File: src/rtl/f2_glue_pkg.sv
package f2_glue_pkg;

    localparam int ADDR_W = 23;
    localparam int DATA_W = 16;

    typedef enum logic [2:0] {
        REG_NONE,
        REG_WORK_RAM,
        REG_INPUTS,
        REG_SAVE_HANDLER,
        REG_RESET_VECTOR,
        REG_SAVE_VECTOR
    } region_t;

    // Byte addresses on the 68000 bus
    localparam logic [23:0] WORK_RAM_BASE   = 24'h100000;
    localparam logic [23:0] INPUTS_BASE     = 24'h300000;
    localparam logic [23:0] SS_HANDLER_BASE = 24'hff0000;
    localparam logic [23:0] SS_VECTOR_ADDR  = 24'h00007c;

    // Save handler machine code, fetched from SS_HANDLER_BASE
    localparam logic [15:0] SAVE_HANDLER [13] = '{
        16'h48e7, 16'hfffe, 16'h4e6e, 16'h2f0e,
        16'h4df9, 16'h00ff, 16'h0000, 16'h2c8f,
        16'h2c5f, 16'h4e66, 16'h4cdf, 16'h7fff,
        16'h4e73
    };

    typedef enum logic [3:0] {
        SST_IDLE,
        SST_START_SAVE,
        SST_WAIT_SAVE,
        SST_SAVE_SETTLE,
        SST_SAVE_PAUSED,
        SST_WAIT_HANDLER,
        SST_RESTORE_SETTLE,
        SST_WAIT_RESTORE,
        SST_HOLD_RESET,
        SST_WAIT_RESET
    } ss_state_t;

endpackage

File: src/rtl/cpu_bus_if.sv
`timescale 1ns/1ns

interface cpu_bus_if;

    logic [f2_glue_pkg::ADDR_W-1:0] addr;
    logic [1:0]                     ds_n;
    logic                           rw;
    logic                           as_n;
    logic [2:0]                     fc;
    logic [f2_glue_pkg::DATA_W-1:0] dout;

    modport decoder_mp (
        input addr,
        input as_n
    );

    modport sink_mp (
        input addr,
        input ds_n,
        input rw,
        input as_n,
        input fc,
        input dout
    );

endinterface

File: src/rtl/address_decoder.sv
`timescale 1ns/1ns

module address_decoder (
    cpu_bus_if.decoder_mp          bus,
    input  logic                   override,
    output f2_glue_pkg::region_t   region
);

    logic [23:0] byte_addr;

    assign byte_addr = {bus.addr, 1'b0};

    always_comb begin
        region = f2_glue_pkg::REG_NONE;
        if (!bus.as_n) begin
            // Save-state windows shadow the normal map
            if (override && byte_addr[23:3] == 21'd0) begin
                region = f2_glue_pkg::REG_RESET_VECTOR;
            end else if (override &&
                         byte_addr[23:2] == f2_glue_pkg::SS_VECTOR_ADDR[23:2]) begin
                region = f2_glue_pkg::REG_SAVE_VECTOR;
            end else if (override &&
                         byte_addr[23:5] == f2_glue_pkg::SS_HANDLER_BASE[23:5]) begin
                region = f2_glue_pkg::REG_SAVE_HANDLER;
            end else if (byte_addr[23:16] == f2_glue_pkg::WORK_RAM_BASE[23:16]) begin
                region = f2_glue_pkg::REG_WORK_RAM;
            end else if (byte_addr[23:3] == f2_glue_pkg::INPUTS_BASE[23:3]) begin
                // Four word registers
                region = f2_glue_pkg::REG_INPUTS;
            end
        end
    end

endmodule

File: src/flat_wrapper.sv
// flat-port wrapper written by rule: the top's interface ports become plain ports
module address_decoder_flat 
  (override, region, bus_addr, bus_as_n);
  cpu_bus_if bus_i ();
  input  logic override;
  output f2_glue_pkg::region_t region;
  input wire logic [$bits(bus_i.addr)-1:0] bus_addr;
  input wire logic [$bits(bus_i.as_n)-1:0] bus_as_n;
  assign bus_i.addr = bus_addr;
  assign bus_i.as_n = bus_as_n;
  address_decoder u_core (.bus(bus_i), .override(override), .region(region));
endmodule
File: config.mk
export PLATFORM = sky130hd
export DESIGN_NAME = address_decoder_flat
export DESIGN_NICKNAME = d
export VERILOG_FILES = /design/src/rtl/f2_glue_pkg.sv /design/src/rtl/cpu_bus_if.sv /design/src/rtl/address_decoder.sv /design/src/flat_wrapper.sv
export SDC_FILE = /design/constraint.sdc
export NUM_CORES = 1
export LEC_CHECK = 0
export BUFFER_PORTS_ARGS = -buffer_cell sky130_fd_sc_hd__buf_4
export CAP_MARGIN = 15
export CORE_AREA = 2 2 39 41
export DETAILED_ROUTE_END_ITERATION = 8
export DIE_AREA = 0 0 41 43
export MAX_ROUTING_LAYER = met4
export SYNTH_ARGS = -nofsm -noshare
export SYNTH_HDL_FRONTEND = slang
export SYNTH_SLANG_ARGS = --single-unit
export TNS_END_PERCENT = 5
File: constraint.sdc
create_clock -name vclk -period 2.5
set_input_delay 0.5 -clock vclk [all_inputs]
set_output_delay 0.5 -clock vclk [all_outputs]
set_load 0.02 [all_outputs]
==> results.sh, run 1 <==
export IMPL_stdcell_count=76
export IMPL_hpwl_um=647
export IMPL_n_antenna_cell=0
export IMPL_die_w_um=41
export IMPL_hold_class="input port to output pin"
export IMPL_grt_pass1_vias=341
export IMPL_synth_cells=28
export IMPL_power_density_nw_per_um2=103
export IMPL_placed_area_um2=448
export IMPL_crit_type="input port to output pin"
export IMPL_cpMostUsedCell="buf_4"
export IMPL_clock_buffers=0
export IMPL_gr_usage_all_layers_pct=9.31
export IMPL_grt_pass1_wl_mm=1.24
export IMPL_setup_viol=0
export IMPL_coreArea_um2=1380
export IMPL_final_seq_area_um2=0
export IMPL_overflow=0
export IMPL_fin_util_pct=35.0
export IMPL_initial_core_util_pct=13.2
export IMPL_drive_gt1_share_pct=68.3
export IMPL_dieHeight_um=43
export IMPL_drtIter0Drc=3
export IMPL_slowest_stage="or3_1"
export IMPL_holdWs_ns=1.29
export IMPL_fin_nets=87
export IMPL_max_stage_delay_ns=0.37
export IMPL_fmaxAchievable_ghz=0.411
export IMPL_finalHoldViolCount=0
export IMPL_antenna_found_initial=0
export IMPL_max_slew_margin_pct=66.8
export IMPL_status="finished, final reports clean"
export IMPL_end_kind="output pin"
export IMPL_vdd_drop_max_v=0.0000373
export IMPL_yosysMostFrequentCell="nand3_1"
export IMPL_synth_common_cells="4 x nand3_1, 3 x nand2_1"
export IMPL_areaGrowthSynthToFinish_pct=165
export IMPL_ioPinCount=28
export IMPL_p_leak_nw=0.192
export IMPL_cp_max_fo=2
export IMPL_drtPass1Iterations=2
export IMPL_syn_area_um2=183
export IMPL_vias=352
export IMPL_synth_area_per_cell_um2=6.52
export IMPL_seq_cell_count=0
export IMPL_yosysTopAreaCell="nand3_1"
export IMPL_ys_types=17
export IMPL_wl_um=729
export IMPL_portBuffers=27
export IMPL_postCtsHoldBufs=0
export IMPL_path_cells="buf_4 -> buf_4 -> nand4bb_1 -> or3_1 -> or2_2 -> a211oi_2 -> buf_4"
export IMPL_dp_cells=76
export IMPL_drv_slew=0
export IMPL_tightestPinTransition_ns=0.493
export IMPL_synth_largest_type_area_fraction_pct=11.0
export IMPL_synth_area_leaders="nand3_1 11%, nor4b_1 9.6%, a211oi_1 8.2%"
export IMPL_syn_nets=53
export IMPL_rows=14
export IMPL_maxCapViolCount=0
export IMPL_grt_max_degree=6
export IMPL_wl_per_cell_um=9.59
export IMPL_cp_start_kind="input port"
export IMPL_gp_congestion=0.698
export IMPL_final_min_clock_period_ns=2.44
export IMPL_crit_required_ns=2.00
export IMPL_cp_arrival_ns=1.94
export IMPL_stdcell_area_um2=484
export IMPL_yosysWarnings=0
export IMPL_fin_crit_sh_pct=97.4
export IMPL_rsz0062_at_grt="false"
export IMPL_dieArea_um2=1760
export IMPL_synth_seq_area_share_pct=0
export IMPL_drc=0
export IMPL_post_drt_via_cell_ratio=4.63
export IMPL_ant_nets=0
[per-stage QoR]
step	power [mW]	worst slack (ns)	TNS [ns]
after floorplan	0.00688	-0.0710	-0.0710
after global placement	0.0445	-0.102	-0.149
after detailed placement	0.0452	-0.0924	-0.157
after CTS	0.0479	0.00153	0
after global routing	0.0541	0.000969	0
final	0.0498	0.0647	0
[timing repair]
item / in CTS / in global routing
resized for setup: 3 / 3
endpoints found under the setup margin: 2 / 1
pin swaps: 2 / 3
setup buffers: 0 / 0
[cells by family after synthesis]
group | Yosys count | share of synthesized area, %
AOI/OAI and AO/OA | 4 | 15.1
and+or+nand+nor | 24 | 84.9
[worst max-delay path: cells and delay by family]
| kind | cells | cell delay [ns] |
|---|---|---|
| AOI/OAI and AO/OA | 1 | 0.21 |
| buffers and inverters | 3 | 0.40 |
| and+or+nand+nor | 3 | 0.82 |
[worst paths after layout]
check / start / endpoint / slack, ns / cells after the start
worst min-delay path: bus_as_n / region[1] / 1.29 / 3
worst max-delay path: bus_addr[5] / region[1] / 0.06 / 7
[area by class of cell]
| cell class | count | area, um2 |
|---|---|---|
| fillers | 150 | 900 |
| multi-input cells | 28 | 224 |
| well taps | 16 | 20.0 |
| repair buffers | 32 | 240 |
[routing by layer]
metal  track usage, %  share of wire (%)  vias up  wire (um)
met5                -                  0        -          0
met1             11.1                 41      159        297
met3                0                5.3        0         39
met4                0                  0        0          0
met2             17.5                 54       10        392
li1                 -                  -      183          -
[where the power goes]
part / switching [mW] / internal (mW)
registers: 0 / 0
clock network: 0 / 0
logic: 0.0174 / 0.0324
[cell usage in the layout (no fill, tap or decap), drive strengths merged, types with 2 or more instances in the layout]
master | netlist | final
or4 | 3 | 3
a211oi | 2 | 2
nand3 | 4 | 4
nor2 | 2 | 2
nor4b | 2 | 2
nor4 | 3 | 3
nand2 | 3 | 3
nor3 | 2 | 2
buf | 0 | 32
Note: power is estimated with default switching activity, not from simulation.
==> run 2: changes to the inputs <==
- CELL_PAD_IN_SITES_DETAIL_PLACEMENT: not set -> 0
- CELL_PAD_IN_SITES_GLOBAL_PLACEMENT: not set -> 1
- PLACE_DENSITY_LB_ADDON: not set -> 0.1
- SKIP_LAST_GASP: not set -> 1
==> results.sh, run 2 (synthesis gave the netlist of run 1 again) <==
export IMPL_cp_start_kind="input port"
export IMPL_vias=370
export IMPL_crit_type="input port to output pin"
export IMPL_antenna_found_initial=0
export IMPL_fin_crit_sh_pct=98.6
export IMPL_fmaxAchievable_ghz=0.406
export IMPL_drv_slew=0
export IMPL_drive_gt1_share_pct=74.2
export IMPL_hold_class="input port to output pin"
export IMPL_finalHoldViolCount=0
export IMPL_ant_nets=0
export IMPL_post_drt_via_cell_ratio=4.74
export IMPL_grt_max_degree=6
export IMPL_seq_cell_count=0
export IMPL_cp_arrival_ns=1.96
export IMPL_rows=14
export IMPL_postLayoutSetupSlackWorst_ns=0.0357
export IMPL_grt_pass1_vias=289
export IMPL_layout_common_cells="32 x buf_4, 3 x nand2_1, 3 x nand3_1"
export IMPL_drc=0
export IMPL_portBuffers=27
export IMPL_layout_commonest_cell="buf_4"
export IMPL_hpwl_um=664
export IMPL_overflow=0
export IMPL_final_seq_area_um2=0
export IMPL_setup_viol=0
export IMPL_die_w_um=41
export IMPL_drtIter0Drc=0
export IMPL_wl_per_cell_um=10.5
export IMPL_n_antenna_cell=0
export IMPL_grt_pass1_wl_mm=1.01
export IMPL_gp_congestion=0.688
export IMPL_gr_usage_all_layers_pct=7.68
export IMPL_stdcell_area_um2=526
export IMPL_power_density_nw_per_um2=102
export IMPL_max_slew_margin_pct=75.2
export IMPL_dieHeight_um=43
export IMPL_crit_required_ns=2.00
export IMPL_ioPinCount=28
export IMPL_rsz0062_at_grt="true"
export IMPL_final_min_clock_period_ns=2.46
export IMPL_finalPower_mw=0.0533
export IMPL_fin_nets=89
export IMPL_wl_um=819
export IMPL_pre_cts_ws_ns=-0.102
export IMPL_drtPass1Iterations=1
export IMPL_vdd_drop_max_v=0.0000489
export IMPL_cp_max_fo=2
export IMPL_postCtsHoldBufs=0
export IMPL_tightestPinTransition_ns=0.368
export IMPL_placed_area_um2=463
export IMPL_hold_path_cell_count=3
export IMPL_end_kind="output pin"
export IMPL_maxCapViolCount=0
export IMPL_holdWs_ns=1.29
export IMPL_p_leak_nw=0.206
export IMPL_coreArea_um2=1380
export IMPL_areaGrowthSynthToFinish_pct=188
export IMPL_initial_core_util_pct=13.2
export IMPL_clock_buffers=0
export IMPL_dieArea_um2=1760
export IMPL_status="finished, final reports clean"
export IMPL_tns_ns=0
[run 2: changes by cell type in the layout (fill, tap and decap cells not counted)]
cell     before  now
nand3_2       0    1
nor4_1        1    0
buf_6         0    2
or3_1         1    0
nor4_2        0    1
or4_1         0    1
or4_4         3    2
nor4b_2       0    1
nor4b_1       2    1
or3_4         0    1
nand3_1       4    3
[run 2: cell type report]
class                      count  area (um2)
timing repair buffer          34         263
multi-input combinational     28         243
tap                           16        20.0
fill                         151         858
[run 2: what timing repair did]
action	4_1_cts	5_1_grt
endpoints found under the setup margin	2	2
pin swaps	2	3
resized for setup	2	9
buffers inserted	0	0
[run 2: per-stage QoR]
| stage | cells | utilization, % |
|---|---|---|
| detailed placement | 78 | 33.5 |
| floorplan | 28 | - |
| CTS | 78 | 34.2 |
| global placement | 78 | 33.5 |
| global route | 78 | 38.0 |
| finish | 78 | 38.0 |
[run 2: metal layers]
| layer | wire, um | track usage [%] | up-vias |
|---|---|---|---|
| li1 | - | - | 187 |
| met1 | 288 | 10.4 | 166 |
| met2 | 437 | 13.1 | 17 |
| met3 | 93 | 0 | 0 |
| met4 | 0 | 0 | 0 |
| met5 | 0 | - | - |
[run 2: path summary, 6_finish.rpt]
path,startpoint,end,slack (ns)
max,bus_addr[8],region[0],0.04
min,bus_as_n,region[1],1.29
[run 2: report_power, final]
group / internal (mW) / switching (mW) / total [mW]
registers: 0 / 0 / 0
clock network: 0 / 0 / 0
logic: 0.0347 / 0.0186 / 0.0533
total: 0.0347 / 0.0186 / 0.0533
[run 2: worst max-delay path, cell delays in order]
cell and delay [ns]:
buf_6 0.09, nor4_4 0.25, buf_4 0.15, nand3_2 0.07
or4_1 0.54, a211oi_2 0.19, buf_4 0.17
