[src/rtl/f2_glue_pkg.sv]
package f2_glue_pkg;

    localparam int ADDR_W = 23;
    localparam int DATA_W = 16;

    typedef enum logic [2:0] {
        REG_NONE,
        REG_WORK_RAM,
        REG_INPUTS,
        REG_SAVE_HANDLER,
        REG_RESET_VECTOR,
        REG_SAVE_VECTOR
    } region_t;

    // Byte addresses on the 68000 bus
    localparam logic [23:0] WORK_RAM_BASE   = 24'h100000;
    localparam logic [23:0] INPUTS_BASE     = 24'h300000;
    localparam logic [23:0] SS_HANDLER_BASE = 24'hff0000;
    localparam logic [23:0] SS_VECTOR_ADDR  = 24'h00007c;

    // Save handler machine code, fetched from SS_HANDLER_BASE
    localparam logic [15:0] SAVE_HANDLER [13] = '{
        16'h48e7, 16'hfffe, 16'h4e6e, 16'h2f0e,
        16'h4df9, 16'h00ff, 16'h0000, 16'h2c8f,
        16'h2c5f, 16'h4e66, 16'h4cdf, 16'h7fff,
        16'h4e73
    };

    typedef enum logic [3:0] {
        SST_IDLE,
        SST_START_SAVE,
        SST_WAIT_SAVE,
        SST_SAVE_SETTLE,
        SST_SAVE_PAUSED,
        SST_WAIT_HANDLER,
        SST_RESTORE_SETTLE,
        SST_WAIT_RESTORE,
        SST_HOLD_RESET,
        SST_WAIT_RESET
    } ss_state_t;

endpackage

[src/rtl/cpu_bus_if.sv]
`timescale 1ns/1ns

interface cpu_bus_if;

    logic [f2_glue_pkg::ADDR_W-1:0] addr;
    logic [1:0]                     ds_n;
    logic                           rw;
    logic                           as_n;
    logic [2:0]                     fc;
    logic [f2_glue_pkg::DATA_W-1:0] dout;

    modport decoder_mp (
        input addr,
        input as_n
    );

    modport sink_mp (
        input addr,
        input ds_n,
        input rw,
        input as_n,
        input fc,
        input dout
    );

endinterface

[src/rtl/cpu_data_path.sv]
`timescale 1ns/1ns

module cpu_data_path (
    input  logic                           clk,
    input  logic                           reset,
    cpu_bus_if.sink_mp                     bus,
    input  f2_glue_pkg::region_t           region,
    input  logic [f2_glue_pkg::DATA_W-1:0] ram_q,
    input  logic [7:0]                     joystick_p1,
    input  logic [7:0]                     joystick_p2,
    input  logic [7:0]                     dswa,
    input  logic [7:0]                     dswb,
    input  logic [1:0]                     start,
    input  logic [1:0]                     coin,
    input  logic [f2_glue_pkg::DATA_W-1:0] reset_vector_hi,
    input  logic [f2_glue_pkg::DATA_W-1:0] reset_vector_lo,
    output logic [f2_glue_pkg::DATA_W-1:0] cpu_din,
    output logic                           dtack_n
);

    logic [15:0] inputs_word;
    logic [15:0] handler_word;
    logic        as_prev;

    ////////////////////////////////////////////////////
    // Input ports, active low
    always_comb begin
        case (bus.addr[1:0])
            2'd0: inputs_word = {8'h00, ~dswa};
            2'd1: inputs_word = {8'h00, ~dswb};
            2'd2: inputs_word = {4'h0, ~coin, 2'b00,
                                 ~{start[0], joystick_p1[6:4], joystick_p1[0],
                                   joystick_p1[1], joystick_p1[2], joystick_p1[3]}};
            default: inputs_word = {8'h00,
                                    ~{start[1], joystick_p2[6:4], joystick_p2[0],
                                      joystick_p2[1], joystick_p2[2], joystick_p2[3]}};
        endcase
    end

    // Table is 13 words in a 16-word window
    assign handler_word = (bus.addr[3:0] < 4'd13) ?
                          f2_glue_pkg::SAVE_HANDLER[bus.addr[3:0]] : 16'h0000;

    ////////////////////////////////////////////////////
    // Read mux
    always_comb begin
        case (region)
            f2_glue_pkg::REG_SAVE_HANDLER: cpu_din = handler_word;
            f2_glue_pkg::REG_RESET_VECTOR: begin
                case (bus.addr[1:0])
                    2'd0: cpu_din = reset_vector_hi;
                    2'd1: cpu_din = reset_vector_lo;
                    2'd2: cpu_din = 16'h00ff;
                    default: cpu_din = 16'h0008;
                endcase
            end
            f2_glue_pkg::REG_SAVE_VECTOR: cpu_din = bus.addr[0] ? 16'h0000 : 16'h00ff;
            f2_glue_pkg::REG_WORK_RAM: cpu_din = ram_q;
            f2_glue_pkg::REG_INPUTS: cpu_din = inputs_word;
            default: cpu_din = 16'h0000;
        endcase
    end

    // Ack only a cycle that is mapped when AS first falls
    always_ff @(posedge clk) begin
        if (reset) begin
            as_prev <= 1'b1;
            dtack_n <= 1'b1;
        end else begin
            as_prev <= bus.as_n;
            if (bus.as_n) begin
                dtack_n <= 1'b1;
            end else if (as_prev && region != f2_glue_pkg::REG_NONE) begin
                dtack_n <= 1'b0;
            end
        end
    end

endmodule

[src/flat_wrapper.sv]
// flat-port wrapper written by rule: the top's interface ports become plain ports
module cpu_data_path_flat 
  (clk, reset, region, ram_q, joystick_p1, joystick_p2, dswa, dswb, start, coin, reset_vector_hi, reset_vector_lo, cpu_din, dtack_n, bus_addr, bus_ds_n, bus_rw, bus_as_n, bus_fc, bus_dout);
  cpu_bus_if bus_i ();
  input  logic clk;
  input  logic reset;
  input  f2_glue_pkg::region_t region;
  input  logic [f2_glue_pkg::DATA_W-1:0] ram_q;
  input  logic [7:0] joystick_p1;
  input  logic [7:0] joystick_p2;
  input  logic [7:0] dswa;
  input  logic [7:0] dswb;
  input  logic [1:0] start;
  input  logic [1:0] coin;
  input  logic [f2_glue_pkg::DATA_W-1:0] reset_vector_hi;
  input  logic [f2_glue_pkg::DATA_W-1:0] reset_vector_lo;
  output logic [f2_glue_pkg::DATA_W-1:0] cpu_din;
  output logic dtack_n;
  input wire logic [$bits(bus_i.addr)-1:0] bus_addr;
  input wire logic [$bits(bus_i.ds_n)-1:0] bus_ds_n;
  input wire logic [$bits(bus_i.rw)-1:0] bus_rw;
  input wire logic [$bits(bus_i.as_n)-1:0] bus_as_n;
  input wire logic [$bits(bus_i.fc)-1:0] bus_fc;
  input wire logic [$bits(bus_i.dout)-1:0] bus_dout;
  assign bus_i.addr = bus_addr;
  assign bus_i.ds_n = bus_ds_n;
  assign bus_i.rw = bus_rw;
  assign bus_i.as_n = bus_as_n;
  assign bus_i.fc = bus_fc;
  assign bus_i.dout = bus_dout;
  cpu_data_path u_core (.clk(clk), .reset(reset), .bus(bus_i), .region(region), .ram_q(ram_q), .joystick_p1(joystick_p1), .joystick_p2(joystick_p2), .dswa(dswa), .dswb(dswb), .start(start), .coin(coin), .reset_vector_hi(reset_vector_hi), .reset_vector_lo(reset_vector_lo), .cpu_din(cpu_din), .dtack_n(dtack_n));
endmodule
[config.mk]
export PLATFORM = sky130hd
export DESIGN_NAME = cpu_data_path_flat
export DESIGN_NICKNAME = d
export VERILOG_FILES = /design/src/rtl/f2_glue_pkg.sv /design/src/rtl/cpu_bus_if.sv /design/src/rtl/cpu_data_path.sv /design/src/flat_wrapper.sv
export SDC_FILE = /design/constraint.sdc
export NUM_CORES = 1
export LEC_CHECK = 0
export ABC_AREA = 0
export BUFFER_PORTS_ARGS = -buffer_cell sky130_fd_sc_hd__buf_4
export CAP_MARGIN = 5
export CORE_UTILIZATION = 30
export CTS_CLUSTER_SIZE = 14
export DETAILED_ROUTE_END_ITERATION = 16
export HOLD_SLACK_MARGIN = 0.03
export MAX_ROUTING_LAYER = met4
export PLACE_DENSITY = 0.71
export SLEW_MARGIN = 25
export SYNTH_ARGS = -nofsm -noshare
export SYNTH_HDL_FRONTEND = slang
export SYNTH_SLANG_ARGS = --single-unit
[constraint.sdc]
create_clock -name clk -period 5.1 [get_ports clk]
set_clock_uncertainty 0.2 [all_clocks]
set_input_delay 0.51 -clock clk [delete_from_list [all_inputs] [get_ports clk]]
set_output_delay 0.51 -clock clk [all_outputs]
set_load 0.02 [all_outputs]
==> results.txt <==
- The run finished with clean final reports.
* Category of the critical setup timing path: input pin to primary output
- GR Util met2: 40.1%
- The initial antenna violation count is 0.
* Count of buffers added by post-CTS timing repair for setup: 0
* Power Density: 119 nW/µm²
- In this run the worst path has a maximum fanout of 27.
* Number of buffers on the longest clock path: 2
- Shortest clock period the worst path allows after layout: 3.39 ns
- STA puts the critical path data required time at 4.39 ns.
* Width of the chip: 68.6 µm
* Kind of end point of the critical path: primary output
- Setup violations remaining at the end of the flow were counted as 0.
- At the pin with the least slew margin, the transition time is 0.946 ns.
* Fraction of final layout cells sized beyond drive strength 1: 43.4%
- Highest clock rate: 295 MHz
- Clock-pin slew on the worst setup and hold paths: 0.03 ns
- Cell with the largest stage delay on the worst path: or4_1
- Netlist area before placement: 1330 µm²
- Cell count after synthesis: 193
- During synthesis, Yosys emitted a total of 0 warnings.
- Total grt overflow: 0
- Standard cell area after detailed placement: 2120 µm²
- N_diodes: 0
- The largest single stage delay on the critical path is 0.56 ns.
* Hold buffer count at CTS: 0
- CTS built an H-tree with a depth of 1.
* Endpoints failing hold: 0
- The count of buffers added on input and output ports is 108.
- The number of max-slew violations in the final report came to 0.
* Core ar.: 4120 µm²
* Share of the cycle needed by the critical path after routing: 66.4%
* Die height: 68.6 µm
- Once detailed placement completed, the half-perimeter wirelength came to 3.87 mm.
* Setup repair after global routing missed its margin: no
- Detailed routing inserted a total of 1883 vias.
- CTS saw 2 sinks.
- In this run, CTS created clock tree buffers numbering 3.
- In this run the clock root is driven by a clkbuf_8.
- Total Die Area: 4710 µm²
* Pin count of the biggest net entering global routing: 29
- Post-Route Hold Slack: 0.244 ns
- Yosys mapped the design onto 46 distinct sky130hd cell types.
- The layer flagged by global routing as most heavily used is met2.
- Post-CTS repair changed the size of 0 cells.
- At the end of the flow, the number of nets in the layout was 431.
- Final routed wirelength across all metal layers: 5.09 mm
- STA classifies the critical path startpoint as an input pin.
- Once the floorplan was initialized, standard cells occupied 32.4% of the core.
- The tool flagged a number of max-cap violations equal to 0.
- Walking the worst path, the cells encountered are buf_4, inv_1, ha_1, nor2b_1, a2111oi_2, a211oi_1, or4_1, buf_4.
- Global-route track usage on met1: 27.0%
- Post-synth net total: 334
* Detailed-route DRC error count: 0
- The average instance in the mapped netlist occupies 6.90 µm².
- Global-route met3 utilization: 4.11%
* Clock insertion delay at the later pin of the skew report: 0.21 ns
* Via count of the first global-routing pass: 1810
- IR analysis of the VDD net gives a maximum drop of 94.7 µV.
* Most used flip-flop cell after synthesis: dfxtp_1
- Measured against its own limit, the worst slew margin works out to 36.9%.
* TritonCTS clock tree: done
- Share of the yosys chip area belonging to registers: 3.01%
- After detailed routing, the average wire length per cell comes to 15.1 µm.
- For this run, the detailed router's first-pass iteration total came to 4.
* Number of rows in the core area: 23
* Finished Cell Area: 2160 µm²
* Post-DR vias/cell: 5.57
- In this run the static leakage power is 1.03 nW.
- Iteration-0 DRC Markers: 55
* Global-route wire length before repair: 8.03 mm
* Post-synth EDFFs: 0
* Final core area utilization: 52.5%
* Overall routing resource usage: 23.2%
- Type of the worst min-delay path: flop to flop
- Remaining number of nets flagged by the antenna check after routing: 0
- Synthesis-to-finish area growth: 62.3%
* Final-layout setup total negative slack: 0 ns
* Final estimated routing congestion in global placement: 0.860
* Arrival time reported for the critical path endpoint: 2.68 ns
- In this run, synthesis produced a sequential element count of 2.
- Library cell appearing most often on the critical path: buf_4
* Ports: 152
- Proportion of register bits with asynchronous set or reset after synthesis: 0%
## cell usage in the layout, fill, tap and decap left out, drive strengths merged, types with 3 or more instances in the layout
| cell type | Yosys | routed |
|---|---|---|
| nor2b | 18 | 18 |
| a211oi | 9 | 9 |
| a221o | 7 | 7 |
| o21ai | 8 | 8 |
| ha | 6 | 6 |
| a2111oi | 8 | 8 |
| nor3 | 3 | 3 |
| a22oi | 7 | 7 |
| nor2 | 15 | 15 |
| or4 | 5 | 5 |
| nand2b | 13 | 13 |
| or3 | 4 | 4 |
| nand2 | 6 | 6 |
| clkbuf | 2 | 3 |
| a221oi | 6 | 6 |
| a21oi | 18 | 18 |
| mux2i | 3 | 3 |
| inv | 14 | 14 |
| buf | 15 | 109 |
## state kept, by name (all words and copies together) (netlist names)
register        flops
u_core.dtack_n      1
u_core.as_prev      1
## per-stage QoR
step | power [mW] | setup slack, ns | instances
after global placement | 0.193 | 1.73 | 335
after detailed placement | 0.195 | 1.70 | 335
after floorplan | 0.109 | 2.39 | 193
final | 0.258 | 1.71 | 338
after CTS | 0.259 | 1.71 | 338
after global routing | 0.276 | 1.47 | 338
## power by group
part	total, mW	switching (mW)	internal (mW)
Clock	0.0636	0.0136	0.0500
Combinational	0.177	0.0830	0.0944
Sequential	0.0170	0.000299	0.0167
## area by class of cell
| cell class | instances | area [µm²] |
|---|---|---|
| clock buffer | 3 | 41.3 |
| sequential | 2 | 40.0 |
| multi-input combinational | 160 | 1150 |
| timing repair buffer | 109 | 818 |
| fill | 438 | 1950 |
| inverter | 14 | 52.6 |
| tap | 50 | 62.6 |
## worst max-delay path, delay by kind of cell
kind	cells	cell delay, ns
AO/OA/AOI/OAI	2	0.42
adder cells (fa/ha/maj)	1	0.51
buffers and inverters	3	0.38
AND/OR/NAND/NOR	2	0.85
## logic make-up after synthesis
| kind of cell | after synthesis | synth area share (%) |
|---|---|---|
| adders and majority gates | 6 | 5.64 |
| and+or+nand+nor | 71 | 31.1 |
| buffers and inverters | 31 | 10.9 |
| AOI/OAI and AO/OA | 80 | 47.1 |
| DFF | 2 | 3.01 |
| muxes | 3 | 2.26 |
## Yosys cell counts (3+ instances only)
master / instances / area [µm²]
a221o_1: 4 / 40.0
mux2i_1: 3 / 30.0
a211oi_1: 9 / 67.6
nand2_1: 6 / 22.5
nor3_1: 3 / 15.0
or3_1: 4 / 25.0
a21oi_1: 18 / 90.1
nor2b_1: 18 / 113
inv_1: 13 / 48.8
buf_1: 3 / 11.3
a221oi_1: 6 / 52.6
ha_1: 6 / 75.1
nand2b_1: 13 / 81.3
or4_1: 5 / 37.5
buf_2: 8 / 40.0
buf_4: 3 / 22.5
a22oi_1: 7 / 52.6
a221o_2: 3 / 33.8
nor2_1: 14 / 52.6
o21ai_0: 6 / 30.0
a2111oi_2: 6 / 90.1
## per-layer routing
metal	vias to the layer above	part of all wire (%)	wire, µm
li1	936	-	-
met5	-	0	0
met3	6	10	517
met4	0	1.2	59
met1	836	42	2150
met2	105	46	2360
## final timing paths
kind / start / to / slack (ns) / cells after the start
worst min register to register: u_core.dtack_n / u_core.dtack_n / 0.24 / 1
worst min-delay path: u_core.dtack_n / u_core.dtack_n / 0.24 / 1
worst max register to register: u_core.as_prev / u_core.dtack_n / 4.27 / 2
worst max-delay path: bus_addr[1] / cpu_din[6] / 1.71 / 8
(Power assumes the default switching activity.)
