==> src/rtl/f2_glue_pkg.sv <==
package f2_glue_pkg;

    localparam int ADDR_W = 23;
    localparam int DATA_W = 16;

    typedef enum logic [2:0] {
        REG_NONE,
        REG_WORK_RAM,
        REG_INPUTS,
        REG_SAVE_HANDLER,
        REG_RESET_VECTOR,
        REG_SAVE_VECTOR
    } region_t;

    // Byte addresses on the 68000 bus
    localparam logic [23:0] WORK_RAM_BASE   = 24'h100000;
    localparam logic [23:0] INPUTS_BASE     = 24'h300000;
    localparam logic [23:0] SS_HANDLER_BASE = 24'hff0000;
    localparam logic [23:0] SS_VECTOR_ADDR  = 24'h00007c;

    // Save handler machine code, fetched from SS_HANDLER_BASE
    localparam logic [15:0] SAVE_HANDLER [13] = '{
        16'h48e7, 16'hfffe, 16'h4e6e, 16'h2f0e,
        16'h4df9, 16'h00ff, 16'h0000, 16'h2c8f,
        16'h2c5f, 16'h4e66, 16'h4cdf, 16'h7fff,
        16'h4e73
    };

    typedef enum logic [3:0] {
        SST_IDLE,
        SST_START_SAVE,
        SST_WAIT_SAVE,
        SST_SAVE_SETTLE,
        SST_SAVE_PAUSED,
        SST_WAIT_HANDLER,
        SST_RESTORE_SETTLE,
        SST_WAIT_RESTORE,
        SST_HOLD_RESET,
        SST_WAIT_RESET
    } ss_state_t;

endpackage

==> src/rtl/cpu_bus_if.sv <==
`timescale 1ns/1ns

interface cpu_bus_if;

    logic [f2_glue_pkg::ADDR_W-1:0] addr;
    logic [1:0]                     ds_n;
    logic                           rw;
    logic                           as_n;
    logic [2:0]                     fc;
    logic [f2_glue_pkg::DATA_W-1:0] dout;

    modport decoder_mp (
        input addr,
        input as_n
    );

    modport sink_mp (
        input addr,
        input ds_n,
        input rw,
        input as_n,
        input fc,
        input dout
    );

endinterface

==> src/rtl/interrupt_ctrl.sv <==
`timescale 1ns/1ns

module interrupt_ctrl (
    input  logic        clk,
    input  logic        reset,
    cpu_bus_if.sink_mp  bus,
    input  logic        vblank_n,
    input  logic        dma_n,
    input  logic        ss_do_save,
    output logic [2:0]  ipl_n
);

    // Bit 0 is level 5, bit 1 level 6, bit 2 level 7
    logic [2:0] src;
    logic [2:0] src_prev;
    logic [2:0] req;
    logic [2:0] req_next;
    logic [2:0] ack;
    logic [2:0] level_next;

    assign src = {ss_do_save, dma_n, ~vblank_n};

    always_comb begin
        for (int i = 0; i < 3; i++) begin
            ack[i] = (bus.fc == 3'b111) && !bus.as_n && !bus.ds_n[0] &&
                     (bus.addr[2:0] == 3'(i + 5));
        end
        // Acknowledge wins over a new edge
        req_next = (req | (src & ~src_prev)) & ~ack;
        if (req_next[2]) begin
            level_next = 3'd7;
        end else if (req_next[1]) begin
            level_next = 3'd6;
        end else if (req_next[0]) begin
            level_next = 3'd5;
        end else begin
            level_next = 3'd0;
        end
    end

    always_ff @(posedge clk) begin
        if (reset) begin
            src_prev <= 3'b010;
            req      <= 3'b000;
            ipl_n    <= 3'b111;
        end else begin
            src_prev <= src;
            req      <= req_next;
            ipl_n    <= ~level_next;
        end
    end

endmodule

==> src/flat_wrapper.sv <==
// flat-port wrapper written by rule: the top's interface ports become plain ports
module interrupt_ctrl_flat 
  (clk, reset, vblank_n, dma_n, ss_do_save, ipl_n, bus_addr, bus_ds_n, bus_rw, bus_as_n, bus_fc, bus_dout);
  cpu_bus_if bus_i ();
  input  logic clk;
  input  logic reset;
  input  logic vblank_n;
  input  logic dma_n;
  input  logic ss_do_save;
  output logic [2:0] ipl_n;
  input wire logic [$bits(bus_i.addr)-1:0] bus_addr;
  input wire logic [$bits(bus_i.ds_n)-1:0] bus_ds_n;
  input wire logic [$bits(bus_i.rw)-1:0] bus_rw;
  input wire logic [$bits(bus_i.as_n)-1:0] bus_as_n;
  input wire logic [$bits(bus_i.fc)-1:0] bus_fc;
  input wire logic [$bits(bus_i.dout)-1:0] bus_dout;
  assign bus_i.addr = bus_addr;
  assign bus_i.ds_n = bus_ds_n;
  assign bus_i.rw = bus_rw;
  assign bus_i.as_n = bus_as_n;
  assign bus_i.fc = bus_fc;
  assign bus_i.dout = bus_dout;
  interrupt_ctrl u_core (.clk(clk), .reset(reset), .bus(bus_i), .vblank_n(vblank_n), .dma_n(dma_n), .ss_do_save(ss_do_save), .ipl_n(ipl_n));
endmodule
==> config.mk <==
export PLATFORM = sky130hd
export DESIGN_NAME = interrupt_ctrl_flat
export DESIGN_NICKNAME = d
export VERILOG_FILES = /design/src/rtl/f2_glue_pkg.sv /design/src/rtl/cpu_bus_if.sv /design/src/rtl/interrupt_ctrl.sv /design/src/flat_wrapper.sv
export SDC_FILE = /design/constraint.sdc
export NUM_CORES = 1
export LEC_CHECK = 0
export BUFFER_PORTS_ARGS = -buffer_cell sky130_fd_sc_hd__buf_2
export CORE_MARGIN = 2
export CORE_UTILIZATION = 29
export DETAILED_ROUTE_END_ITERATION = 6
export PLACE_DENSITY = 0.78
export SYNTH_ARGS = -nofsm -noshare
export SYNTH_HDL_FRONTEND = slang
export SYNTH_SLANG_ARGS = --single-unit
==> constraint.sdc <==
create_clock -name clk -period 3.55 [get_ports clk]
set_clock_uncertainty 0.15 [all_clocks]
set_input_delay 0.355 -clock clk [delete_from_list [all_inputs] [get_ports clk]]
set_output_delay 0.355 -clock clk [all_outputs]
set_load 0.02 [all_outputs]
==> impl.org, run 1 <==
** Pwr
- Max rail drop VDD :: about 160 uV
- PwrDens :: 448 nW/um2
- The completed layout was analyzed and its total power is 0.225 mW.
- Leakage power figure :: about 0.23 nW

** Yosys
- EDFF count, synth :: 0
- After synthesis, the netlist uses 18 different library cells.
- By instance count, the leading cell after synthesis is dfxtp_1.
- Primary flip-flop cell chosen by synthesis mapping :: dfxtp_1
- Top cells by count, synth :: 9 x dfxtp_1, 4 x nor2_1, 3 x nor2b_1
- Async set or reset register ratio after synthesis :: 0
- Of the total synthesized cell area, the portion taken by XOR and XNOR cells is 0.
- Post-synthesis sequential element count :: 9
- Cell type with the highest aggregate area in the netlist :: dfxtp_1
- Cells after Synth :: 36
- The portion of synthesized area spent on multiplexers is 0.
- Yosys warnings :: 0
- After synthesis the cells add up to approximately 380 um2.
- The share of synthesized area in the top cell type comes to 0.472.
- Combinational family with the most area after synthesis :: simple AND/OR/NAND/NOR gates
- Of the synthesized area, sequential elements account for 0.472.
- Adder-cell share of the synthesized area :: 0
- By area the synthesized netlist is led by dfxtp_1 47%, nand4b_4 6.2%, o21ba_2 5.2%, nor2b_1 4.9%, a211oi_1 3.9%.
- The complex-gate fraction of the synthesized area was 0.233.
- Net count after synthesis :: 87
- Post-synthesis area per instance :: 10.6 um2
- Of the total synthesized cell area, the portion taken by AND, OR, NAND and NOR gates is 0.275.

** CTS
- CTS built an H-tree with a depth of 1.
- Cts bufs inserted :: 3
- Buffers added to address setup during post-CTS repair amount to 0.
- After clock tree synthesis, the repair step resized 0 gates.
- Clk Tree Root Cell :: clkbuf_4
- CTS saw 9 sinks.
- Clock-pin slew on the worst setup and hold paths :: 0.06 ns
- TritonCTS built the clock tree.
- The clock passes through at most 2 buffers.
- Clk Latency, worst-skew pair :: 0.26 ns
- Hold repair after CTS inserted 0 buffers.

** Floorplanning
- CORE AREA :: between 1000 and 1500 um2
- Pin placement for this block handled 54 I/O pins.
- The initial utilization of the core area, before any placement, comes to 0.301.
- Chip Height :: between 40 and 50 um
- The floorplan step set the die width to 40.3 um.
- The die covers 1620 um2.
- Number of rows created at floorplan :: 13

** Final layout
- The layout has 128 filler cells.
- Layout overhead on the synthesized area :: 31.5%
- For this run, the number of standard cells in the final layout without fillers is 70.
- Inserted Diodes :: 0
- Of the cells placed in the final design, the portion with a size suffix greater than 1 is 0.473.
- Summing all flip-flop and latch instances after layout gives between 150 and 200 um2.
- Core occupancy in the finished layout :: 0.395
- The final layout contains 107 nets.
- Summing all multi-input logic gate instances after layout gives 194 um2.

** Route
- For this block, the routed nets add up to ~700 um of wire.
- Routed vias :: 325
- Vias per Instance :: between 4 and 5
- Drt initial violations :: 3
- Routed wire per std cell :: 10.1 um
- The pre-antenna-repair detailed-routing pass consisted of 3 iterations.
- In the routed design, unresolved DRC markers number 0.
- The count of nets left with antenna violations once routing finished came out at 0.

** Global route
- The via count of the first global-routing pass is 277.
- Entering global routing, the biggest net connects 9 pins.
- For this run, the total global-route usage over all layers was measured as 0.110.
- The initial antenna violation count was 0.
- The first global-routing pass estimated 1.08 mm of wire.
- Aggregate global routing overflow :: 0

** Run
- Maximum Capacitance Violations :: 0

** Critical path
- Startpoint of the most critical register-to-register path :: u_core.src_prev[2]
- Critical path class :: reg -> reg
- Along the worst path, the maximum fanout reaches 3.
- Tracing the worst setup path back leads to its startpoint at u_core.src_prev[2].
- Nature of the critical path startpoint :: register
- STA puts the critical path data required time at 3.56 ns.
- For the worst setup path, the data arrival time is 1.35 ns.
- The worst setup path is captured at a register.

** STA
- The final count of pins violating max slew is 0.
- Setup repair after global routing left no endpoint under its margin.
- For the pin with the worst max-slew slack, the measured transition is 0.296 ns.
- Final Hold Fails :: 0
- Final worst-path cycle share :: 0.376
- Fmax :: 0.748 GHz
- Final setup TNS :: 0 ns
- Final setup margin :: 2.21 ns
- Shortest period the worst path allows :: about 1.3 ns
- Setup-failing EPs final :: 0
- Remaining max-slew budget at the tightest pin :: 0.802

** Place
- Placed Instances :: 66
- At the placement stage, the worst setup path has a slack of 1.96 ns.
- HPWL reported at the end of detailed placement :: about 570 um
- The count of buffers added on input and output ports is 15.
- Final weighted congestion of routability-driven global placement :: 0.704

** Hold path
- The path class of the tightest hold or removal check is in -> reg.
- The worst hold path begins at vblank_n.

** Outcome
- The run finished with clean final reports.
==> registers in the layout, summed over array words and instances, names as in the netlist <==
register and flops:
u_core.ipl_n 3, u_core.req 3, u_core.src_prev 3
==> worst paths after layout <==
path | endpoint | cells after the start | slack (ns)
setup reg to reg | u_core.ipl_n[2] | 4 | 2.21
setup / recovery | u_core.ipl_n[2] | 4 | 2.21
hold reg to reg | u_core.ipl_n[0] | 2 | 0.44
hold / removal | u_core.src_prev[0] | 2 | 0.12
==> cell usage in the layout (no fill, tap or decap), drive strengths merged <==
master / count
nor2b: 3
o32ai: 1
clkbuf: 4
nand4b: 1
buf: 15
inv: 2
a211o: 1
o22ai: 1
nand2: 2
o21ai: 1
a211oi: 2
nor2: 4
nor3: 1
dfxtp: 9
or2: 2
a311oi: 1
o21ba: 2
and2: 1
or3: 1
a221o: 1
==> cells by family after synthesis <==
kind of cell	after synthesis
flops	9
compound gates	10
buf+inv	2
simple gates	15
==> critical path, cell delays in order, from the launching register on <==
cell and delay (ns):
dfxtp_1 0.30, nor2b_1 0.19, nor2_1 0.11, a221o_1 0.36, and2_1 0.13
==> power breakdown <==
group          leakage [nW]  internal, mW  total (mW)  switching (mW)
logic                 0.135        0.0169      0.0356          0.0187
registers            0.0752         0.109       0.111         0.00243
clock network        0.0150        0.0433      0.0782          0.0350
==> area by class of cell <==
type / instances / share of cell area
multi-input combinational: 25 / 0.387
clock buffer: 4 / 0.0524
sequential: 9 / 0.359
inverter: 2 / 0.0150
tap: 15 / 0.0374
timing repair buffer: 15 / 0.150
==> metal layers <==
metal	GRT usage	vias to the layer above	part of all wire
li1	-	169	-
met1	0.124	136	0.47
met2	0.141	15	0.41
met3	0.0333	5	0.075
met4	0.150	0	0.051
met5	0	-	0
==> through the flow <==
| stage | hold WS, ns | instance area [um2] |
|---|---|---|
| 4_1_cts | 0.107 | 502 |
| 3_5_place_dp | 0.389 | 475 |
| 5_1_grt | 0.108 | 502 |
| 3_3_place_gp | 0.382 | 475 |
| 6_report | 0.116 | 502 |
| 2_1_floorplan | 0.272 | 382 |
Note: power is estimated with default switching activity, not from simulation.
==> run 2: changes to the inputs <==
--- a/config.mk
+++ b/config.mk
@@ -5,11 +5,12 @@
 export SDC_FILE = /design/constraint.sdc
 export NUM_CORES = 1
 export LEC_CHECK = 0
+export ABC_AREA = 1
 export BUFFER_PORTS_ARGS = -buffer_cell sky130_fd_sc_hd__buf_2
 export CORE_MARGIN = 2
-export CORE_UTILIZATION = 29
+export CORE_UTILIZATION = 27
 export DETAILED_ROUTE_END_ITERATION = 6
-export PLACE_DENSITY = 0.78
+export PLACE_DENSITY = 0.75
 export SYNTH_ARGS = -nofsm -noshare
 export SYNTH_HDL_FRONTEND = slang
 export SYNTH_SLANG_ARGS = --single-unit
==> constraint.sdc (replaced) <==
create_clock -name clk -period 1.4 [get_ports clk]
set_clock_uncertainty 0.15 [all_clocks]
set_input_delay 0.14 -clock clk [delete_from_list [all_inputs] [get_ports clk]]
set_output_delay 0.14 -clock clk [all_outputs]
set_load 0.02 [all_outputs]
==> run 2 against run 1 <==
  * Area after synthesis is 4.3% lower
  * Power increased to 2.5 times the previous value
  * Via count up 5.2%
  * Critical path type is now in -> reg
==> impl.org, run 2 <==
** Outcome
- The run finished with clean final reports.

** Global route
- The initial antenna violation count was 0 (unchanged).
- Largest net degree at the start of global routing :: 6 (-3)
- The leftover overflow at the end of global routing is 0 (unchanged).
- The overall global routing resource usage was 0.107 (-0.00324).
- Wire length of the first global-routing pass :: 1.13 mm (+5.1%)
- The via count of the first global-routing pass is 303 (+9.4%).

** CTS
- The clock-pin slew reported for the worst setup and hold paths after clock tree synthesis came to 0.06 ns (about the same).
- The post-CTS setup buffer count is 0 (unchanged).
- Number of cells upsized or downsized after cts :: 0 (unchanged)
- The count of H-tree levels built during CTS came to 1 (unchanged).
- CTS Hold Buffers Added :: 5 (+5)
- Cts bufs inserted :: 3 (unchanged)
- The buffer levels on the longest clock path is 2 (unchanged).
- Clk Latency, worst-skew pair :: 0.25 ns (about the same)
- TritonCTS built the clock tree.
- The clock sink total was 9 (unchanged).
- CTS placed an instance of clkbuf_4 at the clock tree root.

** Final layout
- The flip-flop and latch area came to 180 um2 (unchanged).
- The area growth from synthesis to layout is 46.6%.
- Multi-input gate area :: 148 um2 (-24%)
- Registers with the most flip-flops :: u_core.ipl_n (3), u_core.req (3), u_core.src_prev (3)
- Total number of nets in the final design :: 126 (+18%)
- Number of inserted filler cells in the final layout :: 139 (+8.6%)
- Inserted Diodes :: 0 (unchanged)
- The cell area after layout is 536 um2 (+6.7%).
- The fraction of final layout cells with drive strength greater than 1 was 0.351 (-0.121).
- The top cell types in the final layout, fill and taps aside, are 15 x buf_2, 11 x nor2_1, 9 x nand2_1, 9 x dfxtp_1, 8 x inv_1.
- Most common cell after layout, fill and taps aside :: buf_2

** Yosys
- The number of cells produced by synthesis is 50 (+39%).
- Sequential-to-total area share from yosys stat :: 0.493 (+0.0210)
- The number of synthesized flops with an enable pin came to 0 (unchanged).
- Top post-synthesis cells by area :: dfxtp_1 49%, nor2_1 11%, nand2_1 9.2%, inv_1 8.2%, nand3_1 5.5%
- Cell type with the highest aggregate area in the netlist :: dfxtp_1
- The total number of yosys warnings is 0 (unchanged).
- The average cell area after synthesis is 7.31 um2 (-31%).
- Syn Std Cell Area :: 365 um2 (-4.3%)
- In the synthesized netlist the dominant register cell turns out to be dfxtp_1.
- The net count after synthesis came to 101 (+16%).
- The portion of synthesized cell area occupied by the leading cell type came to 0.493 (+0.0210).
- The async set or reset register ratio after synthesis is 0 (unchanged).
- After synthesis, the most frequently instantiated cells are 11 x nor2_1, 9 x dfxtp_1, 9 x nand2_1.
- The number of storage elements in the synthesis netlist is 9 (unchanged).
- nor2_1 is the most common cell in the netlist.
- The count of different cell masters after synthesis was 11 (-7).

** Critical path
- For this design, the slowest cell found on the critical path is dlygate4sd3_1.
- Data required time at the worst endpoint :: 1.45 ns (-2.11 ns)
- The largest incremental delay on the critical path was 0.54 ns (+0.18 ns).
- Critical path class :: in -> reg
- Worst path most repeated cell :: dlygate4sd3_1
- List of cells traversed by the critical path :: dlygate4sd3_1 > buf_2 > nor2_1 > dlygate4sd3_1
- Reg2Reg Setup Slack :: 0.43 ns (-1.78 ns)
- Endpoint kind of the worst setup timing path :: register
- The arrival time at the worst endpoint was 1.42 ns (+0.07 ns).
- The number of buffers and inverters on the critical path is 3 (+3).
- Grouping stages by cell kind, the critical path spends the most delay in buffers and inverters.
- Nature of the critical path startpoint :: input pin
- CP Max Fanout :: 2 (-1)

** Route
- Total wire length after detailed routing :: 659 um (-6.5%)
- Post-detailed-route DRC marker count :: 0 (unchanged)
- The first-pass iteration count of the detailed router came to 2 (-1).
- The number of violations reported at the end of detailed-routing iteration 0 was 2 (-1).
- Vias per Instance :: 3.84 (-17%)
- The total vias in the final route is 342 (+5.2%).
- Final antenna-violating net count :: 0 (unchanged)
- Routed wire per std cell :: 7.40 um (-26%)

** Place
- The final weighted congestion of routability-driven global placement was 0.779 (+11%).
- Placement Setup Slack :: 0.432 ns (-1.53 ns)
- The HPWL after detailed placement was 506 um (-11%).
- The number of input and output port buffers inserted was 15 (unchanged).
- Placed cell area :: 459 um2 (-3.4%)

** STA
- Dividing the final minimum period by the clock period gives 0.981.
- For the finished layout, the period the worst path requires is 1.37 ns.
- The number of endpoints with negative hold slack in the final report was 0 (unchanged).
- The setup-violating endpoint count in the final report was 0 (unchanged).
- The measured slew at the worst slew-check pin came to 0.149 ns (-0.147 ns).
- The worst-case headroom to the max-slew limit is 0.900 (+0.0984).
- The minimum setup slack in the final design is 0.0259 ns (-2.19 ns).
- Fmax :: 0.728 GHz
- Final setup TNS :: 0 ns (unchanged)
- Setup repair after global routing left no endpoint under its margin.
- The final count of pins violating max slew was 0 (unchanged).

** Floorplanning
- Die footprint :: 1660 um2 (+2.5%)
- The number of cell rows was 13 (unchanged).
- Horizontal die dimension :: 40.8 um (+1.3%)
- Initial Utilization :: 0.284 (-0.0165)
- The die height was 40.8 um (+1.3%).
- I/O pin count :: 54 (unchanged)
- CORE AREA :: 1280 um2 (+1.3%)

** Run
- Maximum Capacitance Violations :: 0 (unchanged)

** Pwr
- Leakage power figure :: 0.288 nW (+28%)
- The power density of the placed cells was 1070 nW/um2 (+140%).
- Switching power of the nets :: 0.140 mW (+150%)
- The portion of total power attributed to combinational logic came to 0.174 (+0.016).
- Max rail drop VDD :: 660 uV (+320%)
- The share of power burned in the clock network is 0.335 (-0.013).
- Share of total power consumed by net switching :: 0.245 (-0.00434)
- Sequential share of power :: 0.491 (-0.003)
- The cell-internal power was 0.431 mW (+160%).

** Hold path
- The min-delay analysis places its worst path in the category in -> reg.
## run 2: cell types whose count changed after synthesis, sizes merged, moves of 2 or more
cell    before  now
nor2b        3    0
nand3        0    4
o21ba        2    0
nor2         4   15
or2          2    0
inv          2   10
a211oi       2    0
nand2        2   10
## run 2: worst paths after layout
path,from,to,cells past startpoint
setup / recovery,vblank_n,u_core.src_prev[0],4
hold / removal,reset,u_core.src_prev[1],3
setup reg to reg,u_core.src_prev[1],u_core.ipl_n[1],4
hold reg to reg,u_core.req[0],u_core.req[0],4
## run 2: kinds of logic after synthesis
kind of cell	synth area share
AND/OR/NAND/NOR	0.360
buffers and inverters	0.103
flip-flops	0.493
AO/OA/AOI/OAI	0.0445
## run 2: area by class of cell
class	count	share of cell area
Clock buffer	4	0.0491
Multi-Input combinational cell	31	0.276
Timing Repair Buffer	20	0.234
Inverter	10	0.0701
Tap cell	15	0.0350
Sequential cell	9	0.336
## run 2: power groups by stage
| stage | registers (mW) | clock network [mW] | logic [mW] |
|---|---|---|---|
| floorplan | 0.298 | 0 | 0.0427 |
| global placement | 0.285 | 0 | 0.0875 |
| detailed placement | 0.286 | 0 | 0.0894 |
| CTS | 0.280 | 0.201 | 0.101 |
| global route | 0.282 | 0.217 | 0.113 |
| finish | 0.280 | 0.191 | 0.0991 |
## run 2: metrics by stage
step	utilization	total power [mW]	hold slack, ns	cells
finish	0.417	0.571	0.00577	89
global route	0.417	0.612	0.0159	89
CTS	0.417	0.583	0.00266	89
detailed placement	0.357	0.376	0.167	80
global placement	0.357	0.373	0.164	80
floorplan	-	0.340	0.0567	50
## run 2: per-layer routing
metal,part of all wire,GRT usage,wire [um]
met1,0.44,0.109,289
met2,0.46,0.184,305
met3,0.097,0.0815,64
met4,0,0,0
met5,0,0,0
## run 2: worst reg2reg max path, stage by stage (launching register included)
cell and delay, ns:
dfxtp_1 0.30, o21bai_1 0.16, nand2_2 0.10, nor2_2 0.12
nor2_2 0.04
==> run 3: changes to the inputs <==
--- a/config.mk
+++ b/config.mk
@@ -8,9 +8,9 @@
 export ABC_AREA = 1
 export BUFFER_PORTS_ARGS = -buffer_cell sky130_fd_sc_hd__buf_2
 export CORE_MARGIN = 2
-export CORE_UTILIZATION = 27
+export CORE_UTILIZATION = 25
 export DETAILED_ROUTE_END_ITERATION = 6
-export PLACE_DENSITY = 0.75
+export PLACE_DENSITY = 0.73
 export SYNTH_ARGS = -nofsm -noshare
 export SYNTH_HDL_FRONTEND = slang
 export SYNTH_SLANG_ARGS = --single-unit
==> constraint.sdc (replaced) <==
create_clock -name clk -period 1.1 [get_ports clk]
set_clock_uncertainty 0.15 [all_clocks]
set_input_delay 0.11 -clock clk [delete_from_list [all_inputs] [get_ports clk]]
set_output_delay 0.11 -clock clk [all_outputs]
set_load 0.02 [all_outputs]
==> run 3 against run 2 <==
  * Combinational power increased by 25%
  * Routed wire length up 5.5%
  * First-iteration DRC count rose to 4.0 times the previous value
  * Register-to-register slack lost 0.29 ns
  * Die area is 7.2% higher
  * Critical path type unchanged
  * Hold slack better by 0.064 ns
  * Critical path depth increased by 2
  * Worst setup slack lost 0.00068 ns
  * Sequential share of layout area rose by 0.64 points
  * Flip-flop and latch count is the same
  * Global-route usage shrank 0.47 points
==> impl.org, run 3 (synthesized netlist as in run 2, its figures left out) <==
** Critical path
- CP Max Fanout :: 6 (+4)
- Count of buffering cells on the critical path with inverters included :: 3 (unchanged)
- The arrival time at the worst endpoint is 1.08 ns (-0.34 ns).
- The critical path ends at u_core.ipl_n[0].
- Origin of the worst setup path :: reset
- The required time of the worst setup path is 1.11 ns (-0.34 ns).
- Critical path class :: in -> reg
- The largest incremental delay on the critical path came to 0.53 ns (about the same).
- Register-to-Register Path Depth :: 4 (unchanged)
- Traced cell by cell, the critical path runs through dlygate4sd3_1 > buf_2 > nor2_1 > nand2_1 > inv_2 > a21oi_2.
- The worst reg-to-reg setup slack was 0.14 ns (-0.29 ns).
- In this run the critical register-to-register path is captured at u_core.ipl_n[1].
- The slowest stage of the critical path belongs to the cell dlygate4sd3_1.
- In this run the critical register-to-register path is launched from u_core.src_prev[1].
- STA classifies the critical path startpoint as an input pin.
- Endpoint kind of the worst setup timing path :: register
- Cell type group with the largest total delay on the critical path :: buffers and inverters
- The logic depth of the worst setup path including buffers came to 6 (+2).

** Pwr
- PwrDens :: 1400 nW/um2 (+32%)
- The maximum resistive drop on vdd is 876 uV (+33%).
- Total Power Consumption :: 0.737 mW (+29%)
- Leakage power figure :: 0.282 nW (-1.9%)

** Place
- Final weighted congestion of routability-driven global placement :: 0.793 (+1.7%)
- The pre-CTS setup slack was 0.157 ns (-0.275 ns).
- The instance area after placement is 459 um2 (unchanged).
- The number of input and output port buffers inserted is 15 (unchanged).
- HPWL reported at the end of detailed placement :: 502 um (-0.87%)

** Global route
- Met3 usage :: 0.0690 (-0.0126)
- Largest net degree at the start of global routing :: 7 (+1)
- Initial antenna violation count :: 0 (unchanged)
- The via count of the first global-routing pass was 342 (+13%).
- Aggregate global routing overflow :: 0 (unchanged)
- Met1 capacity usage during global routing :: 0.109 (about the same)
- The global-route wire length before repair is 1.32 mm (+17%).
- met2 is the most crowded layer.
- The overall global routing resource usage is 0.102 (-0.00472).
- The met2 demand-to-capacity share in global routing was 0.151 (-0.0328).

** Final layout
- Commonest cells after routing, fill and taps aside :: 15 x buf_2, 11 x nor2_1, 9 x nand2_1, 9 x dfxtp_1, 8 x inv_1
- Inserted Diodes :: 0 (unchanged)
- The cell area after layout is 526 um2 (-1.9%).
- The final net count came to 125 (-0.79%).
- The largest registers in the layout are u_core.ipl_n (3), u_core.req (3), u_core.src_prev (3).
- Compared with the post-synthesis result, the final layout area differs by 43.8%.
- Ratio of cells with drive above 1 in the final layout :: 0.356 (+0.00481)
- The count of filler cells inserted in the layout was 146 (+5.0%).
- The flip-flop and latch area was 180 um2 (unchanged).
- The total area of multi-input combinational cells is 148 um2 (unchanged).
- Core occupancy in the finished layout :: 0.394 (-0.0228)
- Most common cell after layout, fill and taps aside :: buf_2

** CTS
- Clk Latency, worst-skew pair :: 0.26 ns (about the same)
- The clock sink total is 9 (unchanged).
- Post-CTS Repair Setup Buffers :: 0 (unchanged)
- Clock-pin slew on the worst setup and hold paths :: 0.06 ns (about the same)
- CTS tree :: yes
- # H-tree levels :: 1 (unchanged)
- Deepest clock path buffer count :: 2 (unchanged)
- Number of cells upsized or downsized after cts :: 0 (unchanged)
- Clk Tree Root Cell :: clkbuf_4
- The total CTS buffers is 3 (unchanged).

** Route
- Drt initial violations :: 8 (+6)
- The number of nets with antenna violations after routing came to 0 (unchanged).
- The detail-routed via count per cell was 3.88 (+0.84%).
- Post-detailed-route DRC marker count :: 0 (unchanged)
- The post-detailed-route wirelength per cell came to 7.90 um (+6.7%).
- Routed vias :: 341 (-0.29%)
- The first-pass iteration count of the detailed router was 3 (+1).
- The overall routed net length is 695 um (+5.5%).

** STA
- Final setup TNS :: 0 ns (unchanged)
- Max-slew violation count :: 0 (unchanged)
- The minimum setup slack in the final design was 0.0253 ns (-0.000676 ns).
- Derived from the worst setup path, the maximum achievable clock frequency is 0.930 GHz.
- The number of endpoints with negative hold slack in the final report was 0 (unchanged).
- Setup-failing EPs final :: 0 (unchanged)
- Setup repair after global routing left no endpoint under its margin.
- Final worst-path cycle share :: 0.977
- The measured slew at the worst slew-check pin was 0.155 ns (+0.00633 ns).
- The worst-case headroom to the max-slew limit was 0.896 (-0.00423).
- Shortest period the worst path allows :: around 1.1 ns

** Floorplanning
- The die height came to 42.2 um (+3.5%).
- Number of rows created at floorplan :: 13 (unchanged)
- The die width was 42.2 um (+3.5%).
- Initial Utilization :: 0.274 (-0.0104)
- Die footprint :: 1780 um2 (+7.2%)
- The area of the placeable core was 1330 um2 (+3.8%).
- The number of placed I/O pins is 54 (unchanged).

** Outcome
- The flow ran to the end, and the final reports show no timing, DRC or antenna violations.

** Hold path
- The min-delay analysis places its worst path in the category in -> reg.

** Run
- The number of violations of the max-capacitance limit was 0 (unchanged).
[run 3: cell types whose count changed in the layout (fill, tap and decap cells not counted)]
cell / delta
dlygate4sd3_1: -1
[run 3: report_power, final]
| part | switching [mW] | internal, mW | total, mW |
|---|---|---|---|
| Sequential | 0.00560 | 0.351 | 0.357 |
| Combinational | 0.0686 | 0.0559 | 0.124 |
| Clock | 0.116 | 0.140 | 0.256 |
[run 3: metrics by stage]
step | instances | hold WS, ns
3_3_place_gp | 80 | 0.134
4_1_cts | 88 | 0.0652
3_5_place_dp | 80 | 0.137
2_1_floorplan | 50 | 0.0267
6_report | 88 | 0.0697
5_1_grt | 88 | 0.0821
[run 3: worst min-delay path by stage]
stage / to / depth (start not counted) / start / slack [ns]
5_1_grt: u_core.req[0] / 5 / bus_addr[1] / 0.08
6_report: u_core.req[0] / 5 / bus_ds_n[0] / 0.07
2_1_floorplan: u_core.src_prev[0] / 1 / reset / 0.03
4_1_cts: u_core.req[0] / 5 / bus_as_n / 0.07
3_5_place_dp: u_core.src_prev[0] / 2 / vblank_n / 0.14
3_3_place_gp: u_core.src_prev[0] / 2 / vblank_n / 0.13
[run 3: final cells by class]
class / instances / share of cell area
clock buffer: 4 / 0.0500
tap: 15 / 0.0357
sequential: 9 / 0.343
inverter: 10 / 0.0714
timing repair buffer: 19 / 0.219
multi-input combinational: 31 / 0.281
[run 3: metal layers]
layer | part of all wire | wire length, um
met1 | 0.46 | 321
met2 | 0.42 | 292
met3 | 0.12 | 81
met4 | 0 | 0
met5 | 0 | 0
[run 3: timing repair]
action,CTS,global route
endpoints found under the setup margin,0,0
hold buffers,4,0
endpoints found under the hold margin,5,0
[run 3: tightest hold or removal path, stage by stage]
cell	delay (ns)
buf_2	0.08
nor2_2	0.04
nand3_1	0.09
nand2_1	0.07
inv_2	0.06
